File: config.mk
export PLATFORM = sky130hd
export DESIGN_NAME = epu_top
export DESIGN_NICKNAME = d
export VERILOG_FILES = /design/src/hw/epu_bus_pkg.sv /design/src/hw/epu_core_pkg.sv /design/src/hw/epu_buffer.sv /design/src/hw/epu_bus_slave.sv /design/src/hw/epu_mac_engine.sv /design/src/hw/epu_read_mux.sv /design/src/hw/epu_top.sv
export VERILOG_INCLUDE_DIRS = /design/src /design/src/hw
export SDC_FILE = /design/constraint.sdc
export NUM_CORES = 1
export LEC_CHECK = 0
export BUFFER_PORTS_ARGS = -buffer_cell sky130_fd_sc_hd__buf_2
export CAP_MARGIN = 20
export CELL_PAD_IN_SITES_DETAIL_PLACEMENT = 0
export CELL_PAD_IN_SITES_GLOBAL_PLACEMENT = 1
export CORE_MARGIN = 5
export CORE_UTILIZATION = 53
export CTS_CLUSTER_DIAMETER = 60
export CTS_CLUSTER_SIZE = 16
export DETAILED_ROUTE_END_ITERATION = 10
export GPL_ROUTABILITY_DRIVEN = 0
export PLACE_DENSITY_LB_ADDON = 0.1
export SYNTH_ARGS = -nofsm -noshare
export SYNTH_HDL_FRONTEND = slang
export SYNTH_HIERARCHICAL = 1
export SYNTH_SLANG_ARGS = --single-unit
File: constraint.sdc
create_clock -name clk -period 7 [get_ports clk]
set_clock_uncertainty 0.15 [all_clocks]
set_input_delay 1.4 -clock clk [delete_from_list [all_inputs] [get_ports clk]]
set_output_delay 1.4 -clock clk [all_outputs]
set_load 0.05 [all_outputs]
File: src/hw/epu_params.svh
`ifndef EPU_PARAMS_SVH
`define EPU_PARAMS_SVH

// Bus field widths
`define EPU_ADDR_BITS 32
`define EPU_DATA_BITS 32
`define EPU_ID_BITS 4
// Beats minus one, as on the bus
`define EPU_LEN_BITS 4

// On-chip buffers
`define EPU_BUF_DEPTH 16
`define EPU_BUF_ABITS 4

// Dot-product shape
`define EPU_VEC_LEN 4
`define EPU_N_OUT 4

// Region bases, each one 64 KiB wide
`define EPU_BASE_INPUT 32'h5000_0000
`define EPU_BASE_OUTPUT 32'h6000_0000
`define EPU_BASE_WEIGHT 32'h7400_0000
`define EPU_BASE_CTRL 32'h8000_0000
`define EPU_SPAN_MASK 32'h0000_ffff

`endif

File: src/hw/epu_bus_pkg.sv
`include "epu_params.svh"

package epu_bus_pkg;

    // Address channel, shared by AW and AR
    typedef struct packed {
        logic [`EPU_ADDR_BITS-1:0] addr;
        logic [`EPU_ID_BITS-1:0]   id;
        // Beats minus one
        logic [`EPU_LEN_BITS-1:0]  len;
    } addr_chan_t;

    // Write data beat
    // Full-word writes only, so no strobes
    typedef struct packed {
        logic [`EPU_DATA_BITS-1:0] data;
        logic                      last;
    } wdata_chan_t;

    // Read data beat
    typedef struct packed {
        logic [`EPU_DATA_BITS-1:0] data;
        logic [`EPU_ID_BITS-1:0]   id;
        logic                      last;
    } rdata_chan_t;

    // Write response, always OKAY
    typedef struct packed {
        logic [`EPU_ID_BITS-1:0] id;
    } bresp_chan_t;

endpackage

File: src/hw/epu_core_pkg.sv
`include "epu_params.svh"

package epu_core_pkg;

    // Address regions seen by the bus slave
    typedef enum logic [2:0] {
        NONE,
        INPUT,
        OUTPUT,
        WEIGHT,
        CTRL
    } region_e;

    // Element types held in the buffers
    typedef logic signed [7:0]  act_t;
    typedef logic signed [7:0]  wgt_t;
    typedef logic signed [31:0] acc_t;

    // One buffer access
    typedef struct packed {
        logic                      en;
        logic                      we;
        logic [`EPU_BUF_ABITS-1:0] idx;
    } buf_req_t;

endpackage

File: src/hw/epu_buffer.sv
`timescale 1ns/1ps
`include "epu_params.svh"

module epu_buffer #(
    parameter type elem_t = epu_core_pkg::acc_t
) (
    input  logic                   clk,
    input  logic                   busy_i,
    input  logic                   sel_i,
    input  epu_core_pkg::buf_req_t bus_req_i,
    input  elem_t                  bus_wdata_i,
    input  epu_core_pkg::buf_req_t eng_req_i,
    input  elem_t                  eng_wdata_i,
    output elem_t                  rdata_o
);

    elem_t                  mem [`EPU_BUF_DEPTH];
    epu_core_pkg::buf_req_t req;
    elem_t                  wdata;

    // Engine owns the port while it runs
    always_comb begin
        if (busy_i) begin
            req   = eng_req_i;
            wdata = eng_wdata_i;
        end else begin
            req    = bus_req_i;
            // Bus request only counts when this buffer is addressed
            req.en = bus_req_i.en && sel_i;
            req.we = bus_req_i.we && sel_i;
            wdata  = bus_wdata_i;
        end
    end

    // One-cycle read latency, output holds until the next read
    always_ff @(posedge clk) begin
        if (req.en) begin
            if (req.we)
                mem[req.idx] <= wdata;
            else
                rdata_o <= mem[req.idx];
        end
    end

endmodule

File: src/hw/epu_bus_slave.sv
`timescale 1ns/1ps
`include "epu_params.svh"

module epu_bus_slave (
    input  logic                        clk,
    input  logic                        rst,
    input  epu_bus_pkg::addr_chan_t     aw_i,
    input  logic                        aw_valid_i,
    output logic                        aw_ready_o,
    input  epu_bus_pkg::wdata_chan_t    w_i,
    input  logic                        w_valid_i,
    output logic                        w_ready_o,
    input  epu_bus_pkg::addr_chan_t     ar_i,
    input  logic                        ar_valid_i,
    output logic                        ar_ready_o,
    input  logic                        beat_take_i,
    input  logic                        busy_i,
    output epu_core_pkg::region_e       region_o,
    output logic [`EPU_ID_BITS-1:0]     id_o,
    output logic                        last_beat_o,
    output logic                        write_phase_o,
    output logic                        read_phase_o,
    output epu_core_pkg::buf_req_t      bus_req_o,
    output logic                        in_sel_o,
    output logic                        wgt_sel_o,
    output logic                        out_sel_o,
    output logic [`EPU_DATA_BITS-1:0]   wdata_o,
    output logic                        start_o
);

    typedef enum logic [1:0] {IDLE, WRITE, BRESP, READ} state_e;

    state_e                    state_q, state_d;
    epu_core_pkg::region_e     region_q, cur_region;
    logic [`EPU_ID_BITS-1:0]   id_q;
    logic [`EPU_LEN_BITS-1:0]  len_q, cnt_q;
    logic [`EPU_BUF_ABITS-1:0] idx_q;
    logic                      rd_avail_q, start_q;
    logic                      aw_hs, ar_hs, w_hs, wr_ok, rd_issue;

    // 64 KiB page compare against each base
    function automatic epu_core_pkg::region_e decode(input logic [`EPU_ADDR_BITS-1:0] addr);
        case (addr & ~`EPU_SPAN_MASK)
            `EPU_BASE_INPUT:  return epu_core_pkg::INPUT;
            `EPU_BASE_OUTPUT: return epu_core_pkg::OUTPUT;
            `EPU_BASE_WEIGHT: return epu_core_pkg::WEIGHT;
            `EPU_BASE_CTRL:   return epu_core_pkg::CTRL;
            default:          return epu_core_pkg::NONE;
        endcase
    endfunction

    // Only IDLE takes a new request, AW before AR
    assign aw_ready_o = state_q == IDLE;
    assign ar_ready_o = (state_q == IDLE) && !aw_valid_i;
    assign w_ready_o  = state_q == WRITE;

    assign aw_hs = aw_valid_i && aw_ready_o;
    assign ar_hs = ar_valid_i && ar_ready_o;
    assign w_hs  = w_valid_i && w_ready_o;

    // Host may write input and weights, and only while the engine is idle
    assign wr_ok = !busy_i && (region_q == epu_core_pkg::INPUT || region_q == epu_core_pkg::WEIGHT);

    // First read goes out with the AR handshake, later ones once the mux took a beat
    assign rd_issue = ar_hs || (state_q == READ && beat_take_i && !last_beat_o);

    // Region still undecoded during the AR handshake cycle
    assign cur_region = (state_q == IDLE) ? decode(ar_i.addr) : region_q;
    assign in_sel_o   = cur_region == epu_core_pkg::INPUT;
    assign wgt_sel_o  = cur_region == epu_core_pkg::WEIGHT;
    assign out_sel_o  = cur_region == epu_core_pkg::OUTPUT;

    always_comb begin
        bus_req_o = '0;
        if (rd_issue) begin
            bus_req_o.en  = 1'b1;
            bus_req_o.idx = ar_hs ? ar_i.addr[`EPU_BUF_ABITS+1:2] : idx_q;
        end else if (w_hs && wr_ok) begin
            bus_req_o.en  = 1'b1;
            bus_req_o.we  = 1'b1;
            bus_req_o.idx = idx_q;
        end
    end

    always_comb begin
        state_d = state_q;
        case (state_q)
            IDLE: begin
                if (aw_hs)
                    state_d = WRITE;
                else if (ar_hs)
                    state_d = READ;
            end
            WRITE: if (w_hs && w_i.last) state_d = BRESP;
            // beat_take_i doubles as the B handshake here
            BRESP: if (beat_take_i) state_d = IDLE;
            READ:  if (beat_take_i && last_beat_o) state_d = IDLE;
            default: state_d = IDLE;
        endcase
    end

    always_ff @(posedge clk or negedge rst) begin
        if (!rst) begin
            state_q    <= IDLE;
            region_q   <= epu_core_pkg::NONE;
            cnt_q      <= '0;
            idx_q      <= '0;
            rd_avail_q <= 1'b0;
            start_q    <= 1'b0;
        end else begin
            state_q    <= state_d;
            // Word sits on the buffer output until the mux takes it
            rd_avail_q <= rd_issue || (rd_avail_q && !beat_take_i);
            start_q    <= w_hs && region_q == epu_core_pkg::CTRL && w_i.data[0];
            if (aw_hs) begin
                region_q <= decode(aw_i.addr);
                cnt_q    <= '0;
                idx_q    <= aw_i.addr[`EPU_BUF_ABITS+1:2];
            end else if (ar_hs) begin
                region_q <= decode(ar_i.addr);
                cnt_q    <= '0;
                idx_q    <= ar_i.addr[`EPU_BUF_ABITS+1:2] + 1'b1;
            end else begin
                if (w_hs || (state_q == READ && beat_take_i))
                    cnt_q <= cnt_q + 1'b1;
                // Dropped writes still advance the index
                if (w_hs || rd_issue)
                    idx_q <= idx_q + 1'b1;
            end
        end
    end

    // Burst id and length
    always_ff @(posedge clk) begin
        if (aw_hs) begin
            id_q  <= aw_i.id;
            len_q <= aw_i.len;
        end else if (ar_hs) begin
            id_q  <= ar_i.id;
            len_q <= ar_i.len;
        end
    end

    assign region_o      = region_q;
    assign id_o          = id_q;
    assign last_beat_o   = cnt_q == len_q;
    assign write_phase_o = state_q == BRESP;
    assign read_phase_o  = rd_avail_q;
    assign wdata_o       = w_i.data;
    assign start_o       = start_q;

endmodule

File: src/hw/epu_mac_engine.sv
`timescale 1ns/1ps
`include "epu_params.svh"

module epu_mac_engine (
    input  logic                   clk,
    input  logic                   rst,
    input  logic                   start_i,
    output logic                   busy_o,
    output logic                   done_o,
    output epu_core_pkg::buf_req_t in_req_o,
    output epu_core_pkg::buf_req_t wgt_req_o,
    output epu_core_pkg::buf_req_t out_req_o,
    input  epu_core_pkg::act_t     in_rdata_i,
    input  epu_core_pkg::wgt_t     wgt_rdata_i,
    output epu_core_pkg::acc_t     out_wdata_o
);

    localparam logic [`EPU_BUF_ABITS-1:0] K_LAST = `EPU_BUF_ABITS'(`EPU_VEC_LEN - 1);
    localparam logic [`EPU_BUF_ABITS-1:0] O_LAST = `EPU_BUF_ABITS'(`EPU_N_OUT - 1);

    logic                      issue_q, mac_q, done_q;
    logic [`EPU_BUF_ABITS-1:0] k_q, o_q, k2_q, o2_q;
    epu_core_pkg::acc_t        acc_q, prod, sum;
    logic                      row_end, go;

    assign go = start_i && !busy_o;

    // Stage two, operands arrive one cycle after the read
    assign prod    = epu_core_pkg::acc_t'(in_rdata_i) * epu_core_pkg::acc_t'(wgt_rdata_i);
    assign sum     = acc_q + prod;
    assign row_end = mac_q && (k2_q == K_LAST);

    // Stage one reads
    assign in_req_o  = '{en: issue_q, we: 1'b0, idx: k_q};
    assign wgt_req_o = '{en: issue_q, we: 1'b0,
                         idx: `EPU_BUF_ABITS'(o_q * `EPU_VEC_LEN + k_q)};

    // Finished row goes straight to the output buffer
    assign out_req_o   = '{en: row_end, we: row_end, idx: o2_q};
    assign out_wdata_o = sum;

    assign busy_o = issue_q || mac_q;
    assign done_o = done_q;

    always_ff @(posedge clk or negedge rst) begin
        if (!rst) begin
            issue_q <= 1'b0;
            mac_q   <= 1'b0;
            done_q  <= 1'b0;
            k_q     <= '0;
            o_q     <= '0;
            k2_q    <= '0;
            o2_q    <= '0;
        end else begin
            if (go) begin
                issue_q <= 1'b1;
                done_q  <= 1'b0;
                k_q     <= '0;
                o_q     <= '0;
            end else if (issue_q) begin
                if (k_q == K_LAST) begin
                    k_q <= '0;
                    o_q <= o_q + 1'b1;
                    // Last read of the last row
                    if (o_q == O_LAST)
                        issue_q <= 1'b0;
                end else begin
                    k_q <= k_q + 1'b1;
                end
            end
            // Indices follow the read into stage two
            mac_q <= issue_q;
            k2_q  <= k_q;
            o2_q  <= o_q;
            if (row_end && o2_q == O_LAST)
                done_q <= 1'b1;
        end
    end

    // Accumulator restarts at each row
    always_ff @(posedge clk) begin
        if (go)
            acc_q <= '0;
        else if (mac_q)
            acc_q <= row_end ? '0 : sum;
    end

endmodule

File: src/hw/epu_read_mux.sv
`timescale 1ns/1ps
`include "epu_params.svh"

module epu_read_mux (
    input  logic                        clk,
    input  logic                        rst,
    input  epu_core_pkg::region_e       region_i,
    input  logic                        read_phase_i,
    input  logic                        write_phase_i,
    input  logic                        last_beat_i,
    input  logic [`EPU_ID_BITS-1:0]     id_i,
    input  logic                        busy_i,
    input  logic                        done_i,
    input  epu_core_pkg::act_t          in_rdata_i,
    input  epu_core_pkg::wgt_t          wgt_rdata_i,
    input  epu_core_pkg::acc_t          out_rdata_i,
    output epu_bus_pkg::rdata_chan_t    r_o,
    output logic                        r_valid_o,
    input  logic                        r_ready_i,
    output logic                        beat_take_o,
    output epu_bus_pkg::bresp_chan_t    b_o,
    output logic                        b_valid_o,
    input  logic                        b_ready_i
);

    logic [`EPU_DATA_BITS-1:0] rd_word;
    logic                      load;

    // Buffers belong to the engine while busy, so they read as zero
    always_comb begin
        case (region_i)
            epu_core_pkg::INPUT:  rd_word = busy_i ? '0 : `EPU_DATA_BITS'(in_rdata_i);
            epu_core_pkg::WEIGHT: rd_word = busy_i ? '0 : `EPU_DATA_BITS'(wgt_rdata_i);
            epu_core_pkg::OUTPUT: rd_word = busy_i ? '0 : out_rdata_i;
            // Status word, bit 0 busy and bit 1 done
            epu_core_pkg::CTRL:   rd_word = {{(`EPU_DATA_BITS-2){1'b0}}, done_i, busy_i};
            default:              rd_word = '0;
        endcase
    end

    // New beat only into an empty holding register
    assign load        = read_phase_i && !r_valid_o;
    // Also tells the slave when the B handshake is done
    assign beat_take_o = load || (write_phase_i && b_ready_i);

    // B held by the slave's response state
    assign b_valid_o = write_phase_i;
    assign b_o.id    = id_i;

    always_ff @(posedge clk or negedge rst) begin
        if (!rst)
            r_valid_o <= 1'b0;
        else if (load)
            r_valid_o <= 1'b1;
        else if (r_ready_i)
            r_valid_o <= 1'b0;
    end

    // r_last falls together with r_valid once the beat is taken
    always_ff @(posedge clk) begin
        if (load)
            r_o <= '{data: rd_word, id: id_i, last: last_beat_i};
        else if (r_ready_i)
            r_o.last <= 1'b0;
    end

endmodule

File: src/hw/epu_top.sv
`timescale 1ns/1ps
`include "epu_params.svh"

module epu_top (
    input  logic                        clk,
    input  logic                        rst,
    input  epu_bus_pkg::addr_chan_t     aw_i,
    input  logic                        aw_valid_i,
    output logic                        aw_ready_o,
    input  epu_bus_pkg::wdata_chan_t    w_i,
    input  logic                        w_valid_i,
    output logic                        w_ready_o,
    output epu_bus_pkg::bresp_chan_t    b_o,
    output logic                        b_valid_o,
    input  logic                        b_ready_i,
    input  epu_bus_pkg::addr_chan_t     ar_i,
    input  logic                        ar_valid_i,
    output logic                        ar_ready_o,
    output epu_bus_pkg::rdata_chan_t    r_o,
    output logic                        r_valid_o,
    input  logic                        r_ready_i
);

    epu_core_pkg::region_e     region;
    logic [`EPU_ID_BITS-1:0]   id;
    logic [`EPU_DATA_BITS-1:0] wdata;
    logic                      last_beat, write_phase, read_phase, beat_take;
    logic                      in_sel, wgt_sel, out_sel, start, busy, done;
    epu_core_pkg::buf_req_t    bus_req, in_req, wgt_req, out_req;
    epu_core_pkg::act_t        in_rdata;
    epu_core_pkg::wgt_t        wgt_rdata;
    epu_core_pkg::acc_t        out_rdata, out_wdata;

    // Decode
    epu_bus_slave u_slave (
        .clk, .rst,
        .aw_i, .aw_valid_i, .aw_ready_o,
        .w_i, .w_valid_i, .w_ready_o,
        .ar_i, .ar_valid_i, .ar_ready_o,
        .beat_take_i(beat_take), .busy_i(busy),
        .region_o(region), .id_o(id), .last_beat_o(last_beat),
        .write_phase_o(write_phase), .read_phase_o(read_phase),
        .bus_req_o(bus_req), .in_sel_o(in_sel), .wgt_sel_o(wgt_sel), .out_sel_o(out_sel),
        .wdata_o(wdata), .start_o(start)
    );

    // Execute, buffers keep the low byte of each bus word
    epu_buffer #(.elem_t(epu_core_pkg::act_t)) u_in_buf (
        .clk, .busy_i(busy), .sel_i(in_sel),
        .bus_req_i(bus_req), .bus_wdata_i(epu_core_pkg::act_t'(wdata[7:0])),
        .eng_req_i(in_req), .eng_wdata_i('0), .rdata_o(in_rdata)
    );

    epu_buffer #(.elem_t(epu_core_pkg::wgt_t)) u_wgt_buf (
        .clk, .busy_i(busy), .sel_i(wgt_sel),
        .bus_req_i(bus_req), .bus_wdata_i(epu_core_pkg::wgt_t'(wdata[7:0])),
        .eng_req_i(wgt_req), .eng_wdata_i('0), .rdata_o(wgt_rdata)
    );

    epu_buffer #(.elem_t(epu_core_pkg::acc_t)) u_out_buf (
        .clk, .busy_i(busy), .sel_i(out_sel),
        .bus_req_i(bus_req), .bus_wdata_i(wdata),
        .eng_req_i(out_req), .eng_wdata_i(out_wdata), .rdata_o(out_rdata)
    );

    epu_mac_engine u_engine (
        .clk, .rst, .start_i(start), .busy_o(busy), .done_o(done),
        .in_req_o(in_req), .wgt_req_o(wgt_req), .out_req_o(out_req),
        .in_rdata_i(in_rdata), .wgt_rdata_i(wgt_rdata), .out_wdata_o(out_wdata)
    );

    // Result
    epu_read_mux u_mux (
        .clk, .rst, .region_i(region), .read_phase_i(read_phase),
        .write_phase_i(write_phase), .last_beat_i(last_beat), .id_i(id),
        .busy_i(busy), .done_i(done),
        .in_rdata_i(in_rdata), .wgt_rdata_i(wgt_rdata), .out_rdata_i(out_rdata),
        .r_o, .r_valid_o, .r_ready_i, .beat_take_o(beat_take),
        .b_o, .b_valid_o, .b_ready_i
    );

endmodule

## After elaboration in Yosys (flattened, before gate mapping)

Memory sizes are Yosys's and may differ from the RTL's. A register that Yosys moved wholly into a read port is not among the register bits.
Cells that the tools add are included.

| operators by class | value |
|---|---|
| mux-type cells | 60 |
| reduce and logical (&&, ||, !) cells | 49 |
| multiply operators | 1 |
| eq/ne operators | 27 |
| add/subtract/negate cells | 7 |
| bitwise logic cells | 3 |

Operators by type and width:

| cell | number |
|---|---|
| 32-bit two-way mux | 5 |
| 32-bit case mux with 4 select lines | 1 |
| 16-bit by 15-bit == test with 1-bit output, second input constant | 6 |
| 4-bit two-way mux | 18 |
| 32-bit adder | 1 |
| 16-bit == test, second input constant | 2 |
| 1-bit logical AND | 24 |
| 6-bit two-way mux | 4 |
| 3-bit case mux with 4 select lines | 2 |
| 4-bit by 1-bit adder with 4-bit output, second input constant | 5 |
| 1-bit two-way mux | 20 |
| 4-bit by 2-bit == test with 1-bit output, second input constant | 4 |
| 8-bit by 8-bit multiplier with 16-bit output | 1 |
| 3-bit by 2-bit == test with 1-bit output, second input constant | 4 |
| 2-bit two-way mux | 5 |
| 2-bit nonzero test | 5 |
| 3-bit two-way mux | 3 |
| 8-bit two-way mux | 1 |
| 2-bit case mux with 4 select lines | 1 |
| 2-bit AND reduction | 4 |
| 1-bit logical OR | 7 |
| 3-bit by 1-bit == test with 1-bit output, second input constant | 2 |
| 2-bit != test, second input constant | 3 |
| 3-bit nonzero test | 2 |
| 10 further kinds | 17 |

| word-level totals | value |
|---|---|
| register bits after elaboration | 112 |
| bits in writable memories | 768 |
| memories | 3 |
| output and inout bits | 46 |

Memory list:

| name | words | width | rd ports | clocked after memory_dff | wr ports | line | text |
|---|---|---|---|---|---|---|---|
| u_out_buf.mem | 16 | 32 | 1 | 1 | 1 | epu_buffer.sv:17 | `` elem_t mem [`EPU_BUF_DEPTH]; `` |
| u_in_buf.mem | 16 | 8 | 1 | 1 | 1 | epu_buffer.sv:17 |  |
| u_wgt_buf.mem | 16 | 8 | 1 | 1 | 1 | epu_buffer.sv:17 |  |

## Depth between registers and ports, before layout

| logic depth | value |
|---|---|
| depth in word-level cells | 12 |
| gate-level depth with buffers | 21 |
| depth with buffers taken out | 20 |

## Hierarchy

Netlist, hierarchy kept.

By module, submodules not included:

| module | sequential area each (µm²) | cells an instance | instances | area each (µm²) |
|---|---|---|---|---|
| epu_buffer at u_out_buf | 16335.7 | 1346 | 1 | 22399.0 |
| epu_buffer at u_in_buf ... | 4083.9 | 370 | 2 | 5788.1 |
| epu_mac_engine | 1116.1 | 725 | 1 | 7349.5 |
| epu_bus_slave | 615.6 | 217 | 1 | 1824.2 |
| epu_read_mux | 1136.1 | 115 | 1 | 1702.9 |
| epu_top | 0.0 | 1 | 1 | 3.8 |

## Worst setup path before layout

OpenSTA, ideal clock, no wires.

| timing path | value |
|---|---|
| path kind | register to register |
| start | register u_wgt_buf/rdata_o[0] (netlist name) (read register of u_wgt_buf.mem) |
| end | memory u_out_buf/mem[0][24] (netlist name), data pin |
| arrival time | 5.900 ns |
| buffers on the path | 0 |
| period minus slack after synthesis | 6.336 ns |
| stages on the path, launching flop included | 17 |
| slack | 0.664 ns |
| path through | edfxtp_1 > and2_1 > inv_1 > fa_1 > inv_1 > fa_1 > fa_1 > fa_1 > fa_1 > ha_1 > a21o_1 > a21oi_2 > a31o_2 > nand3_1 > a21o_1 > a311o_1 > mux2_2 |

RTL lines:

| item | line | text |
|---|---|---|
| start: declaration | epu_buffer.sv:14 | `output elem_t rdata_o` |
| end: declaration | epu_buffer.sv:17 |  |

==> results_tabular.tex <==
\begin{tabular}{lr}
\hline
Metric & Value \\
\hline
\multicolumn{2}{l}{\textbf{Worst setup path}} \\
\quad R2R setup slack & approximately 410 ps \\
\quad Data required, critical path & 7170 ps \\
\quad Kind of critical path & flip-flop to flip-flop \\
\quad Worst reg2reg path depth & 15 \\
\quad Reg2reg start & u\_wgt\_buf/rdata\_o[1]\$\_DFFE\_PP\_ \\
\quad CP Launch Type & flip-flop \\
\quad Type of destination of the critical path & flip-flop \\
\quad Critical path arrival & between 6000 and 7000 ps \\
\quad Largest fanout of any net on the critical path & 16 \\
\quad Capture instance of the worst register-to-register path & u\_out\_buf/mem[1][29]\$\_DFFE\_PP\_ \\
\multicolumn{2}{l}{\textbf{Synth}} \\
\quad Multiplexer share of the synthesized area & under 10\% \\
\quad Arithmetic-cell share of the synthesized area counting full adders, half adders and majority gates & under 10\% \\
\quad Dominant combinational cell family by area after synthesis & compound AO/OA/AOI/OAI gates \\
\quad Netlist cell types & 95 \\
\quad Summed instance area of the synthesized netlist & roughly 45000 sq um \\
\quad Synth Area in Compound Gates & 12.2\% \\
\quad Number of enable-type register cells in the synthesized netlist & around 860 \\
\quad Commonest register cell after synthesis & edfxtp\_1 \\
\quad Post-synthesis instance total & 3144 \\
\quad Parity-gate share of the synthesized area counting xor and xnor cells & 0.879\% \\
\quad Seq/Total Area, Yosys & 61.0\% \\
\quad Synthesized area per cell & $\sim$14 sq um \\
\quad Synthesis-stage register bit count & about 930 \\
\quad Fraction of registers with async set/reset & around 3.8\% \\
\quad Number of warnings reported in the yosys synthesis log & 6 \\
\quad Post-Synth Simple-Gate Area & under 10\% \\
\multicolumn{2}{l}{\textbf{Timing}} \\
\quad Min Clock Period, post-route & 6590 ps \\
\quad Post-route clock period utilization & 94.2\% \\
\quad Hold Fails Final Rpt & 0 \\
\quad \# setup viols final & 0 \\
\quad Setup TNS Final & 0 ps \\
\quad Unrepaired setup endpoints after global routing & false \\
\quad Max Fclk & approximately 150 MHz \\
\quad Final Max Tran Viols & 0 \\
\quad Worst-margin pin slew & approximately 1200 ps \\
\quad Worst slew margin relative to its limit & approximately 23\% \\
\multicolumn{2}{l}{\textbf{Die}} \\
\quad \# IOs & between 150 and 200 \\
\quad Die area & between 90000 and 100000 sq um \\
\quad Starting utilization of the core area & between 50\% and 60\% \\
\quad Area of the core region & approximately 84000 sq um \\
\quad Chip height & 301 um \\
\quad Horizontal die dimension & between 300 and 400 um \\
\quad Number of standard-cell rows in the floorplan & around 110 \\
\multicolumn{2}{l}{\textbf{Global routing}} \\
\quad Maximum number of pins on one net before global-route repair & between 60 and 70 \\
\quad Global-route usage over all layers & 26.7\% \\
\quad Antenna violations before repair & 2 \\
\quad Wire length of the first global-routing pass & between 150000 and 200000 um \\
\quad Highest-utilization routing layer at the global route stage & met2 \\
\quad GRT Residual Overflow & 0 \\
\quad Met1 global-route usage & a little over a third \\
\quad Met3 track demand over resource & about 3.9\% \\
\quad Via count of the first global-routing pass & between 20000 and 30000 \\
\quad Global-route met2 utilization & between 40\% and 50\% \\
\multicolumn{2}{l}{\textbf{Routing}} \\
\quad Count of nets left with antenna violations after detail routing & 0 \\
\quad Via-per-instance ratio & between 6 and 7 \\
\quad Final Routed Wirelength & about 120000 um \\
\quad First drt pass iteration count & 6 \\
\quad 1st-iter DRT viols & 2661 \\
\quad Detailed-route via count & 27900 \\
\quad Post-DR wirelength/cell & 27.6 um \\
\quad Detailed-route DRC error count & 0 \\
\multicolumn{2}{l}{\textbf{Clock tree}} \\
\quad Clock tree from TritonCTS & built \\
\quad Latest clock arrival within the worst-skew pair & about 640 ps \\
\quad Number of buffers between clock root and the deepest sink & 3 \\
\quad Clock edge transition at the registers on the reported setup and hold paths & around 70 ps \\
\quad Sink count of the clock tree & 928 \\
\quad Htree depth & 3 \\
\quad Post-CTS Setup Bufs & 0 \\
\quad TritonCTS buffer count & $\sim$80 \\
\quad \# resized after CTS & 0 \\
\quad Number of buffers inserted by hold repair at cts & 0 \\
\quad Clock root buffer master & clkbuf\_16 \\
\multicolumn{2}{l}{\textbf{Flow run}} \\
\quad Reported max-cap violation count & 0 \\
\multicolumn{2}{l}{\textbf{Final layout}} \\
\quad Share of layout cells above drive strength 1 & 17.0\% \\
\quad Net count, final & around 3600 \\
\quad Final cell count without fillers & 4410 \\
\quad Signed area change from the synthesized netlist to the final layout & 10.0\% \\
\multicolumn{2}{l}{\textbf{Placed design}} \\
\quad Placed Cells incl. Taps & 4272 \\
\quad HPWL reported at the end of detailed placement & between 70000 and 80000 um \\
\quad Count of port buffers added during placement & around 140 \\
\multicolumn{2}{l}{\textbf{Worst hold path}} \\
\quad Hold Crit Depth & 0 \\
\quad Startpoint of the tightest hold check path & u\_engine/o\_q[3]\$\_DFFE\_PN0P\_ \\
\quad Worst hold path class & flip-flop to flip-flop \\
\quad Hold Path End & u\_engine/o2\_q[3]\$\_DFF\_PN0\_ \\
\multicolumn{2}{l}{\textbf{Status}} \\
\quad Status & finished, final reports clean \\
\hline
\end{tabular}
## synthesized netlist by cell type, drive strengths merged, types with 35 or more instances
master / count / area share [%]
a21boi: 197 / 3.3
a21oi: 39 / 0.47
and2: 41 / 0.57
buf: 98 / 1.5
clkbuf: 136 / 1.1
dfrtp: 35 / 2.0
edfxtp: 861 / 58
fa: 136 / 6.1
ha: 75 / 2.1
inv: 114 / 0.95
mux2: 58 / 1.5
mux4: 96 / 4.8
nand2: 253 / 2.1
nand4: 119 / 1.7
nor2: 111 / 0.97
o21a: 93 / 1.6
o21ai: 189 / 2.1
o41ai: 94 / 1.9
## sequential cells by signal, summed over array words and instances (netlist names), 8 cells and up
register and flops:
u_in_buf/mem 128, u_out_buf/rdata_o 32, u_out_buf/mem 512, u_in_buf/rdata_o 8, u_wgt_buf/mem 128, u_engine/acc_q 32
u_mux/r_o 37, u_wgt_buf/rdata_o 8
## routing by layer
| metal | routed length (um) | part of all wire (%) |
|---|---|---|
| met5 | 0 | 0 |
| met4 | 3740 | 3.1 |
| met3 | 8520 | 7.0 |
| met2 | 60400 | 50 |
| met1 | 48900 | 40 |
## cell usage in the layout, fill, tap and decap left out, types with 14 or more instances in the layout
master     synthesis  final
o41ai_1           93     93
o21ai_0          179    179
xnor2_1           27     27
a21boi_0         193    193
a21o_1            34     34
and2_1            41     39
conb_1             2     18
xor2_1            18     18
dfxtp_1           32     32
nand4_1          119    119
inv_1            113    110
nand3_1           24     24
ha_1              75     75
buf_4             45     69
o22ai_1           31     31
mux2_2            49     49
a22o_1            18     17
a21oi_1           35     35
o21a_1            93     93
dfrtp_1           35     33
a22oi_1           18     18
fa_1             136    135
nand2_1          253    253
mux4_2            96     96
nor2b_1           14     14
edfxtp_1         861    861
clkbuf_16          0     84
nor2_1           109     96
buf_2             28    142
## worst max path at each step
stage | start | end | slack, ps | cells after the start
3_3_place_gp | u_in_buf/rdata_o[7]$_DFFE_PP_ | u_out_buf/mem[7][31]$_DFFE_PP_ | 430 | 16
2_1_floorplan | u_wgt_buf/rdata_o[0]$_DFFE_PP_ | u_out_buf/mem[0][24]$_DFFE_PP_ | 660 | 16
3_5_place_dp | u_in_buf/rdata_o[7]$_DFFE_PP_ | u_out_buf/mem[6][29]$_DFFE_PP_ | 330 | 15
4_1_cts | u_in_buf/rdata_o[7]$_DFFE_PP_ | u_out_buf/mem[1][29]$_DFFE_PP_ | 310 | 15
5_1_grt | u_wgt_buf/rdata_o[1]$_DFFE_PP_ | u_out_buf/mem[1][29]$_DFFE_PP_ | 50 | 15
6_report | u_wgt_buf/rdata_o[1]$_DFFE_PP_ | u_out_buf/mem[1][29]$_DFFE_PP_ | 410 | 15
## layout make-up
type                            instances  area, sq um
Clock inverter                         39          519
Multi-Input combinational cell       1882        16100
Tap cell                             1134         1420
Timing Repair Buffer                  216         1320
Clock buffer                           94         2140
Sequential cell                       928        27400
Fill cell                            6539        34500
Inverter                              116          444
Antenna cell                            1         2.50
## cells by family after synthesis
| kind of cell | count (synthesis) |
|---|---|
| AOI/OAI and AO/OA | 775 |
| xor gates and xnor gates | 45 |
| adders and majority gates | 211 |
| buffers and inverters | 350 |
| DFF | 928 |
| muxes | 168 |
| other | 2 |
| and+or+nand+nor | 665 |
## per-stage QoR
stage	cell area, sq um	utilization (%)	hold WS [ps]	worst slack (ps)
2_1_floorplan	44900	-	243	664
6_report	49400	58.9	275	406
4_1_cts	49300	58.8	276	305
3_5_place_dp	46600	55.6	263	329
5_1_grt	49400	58.9	300	50.5
3_3_place_gp	46600	55.6	256	431
## critical path: stages, from the launching register on
cell and delay (ps):
edfxtp_1 600, and2_1 550, buf_4 400, fa_1 500, fa_1 510, fa_1 600
fa_1 430, ha_1 290, ha_1 310, a2111oi_0 410, nand2_1 240, o21ai_1 330
o211ai_1 210, a31oi_1 240, xnor2_1 100, mux2_2 410
Power is left out: the tool's default activity adds up to more than one toggle a clock period on the data nets, which glitch-free logic cannot reach.
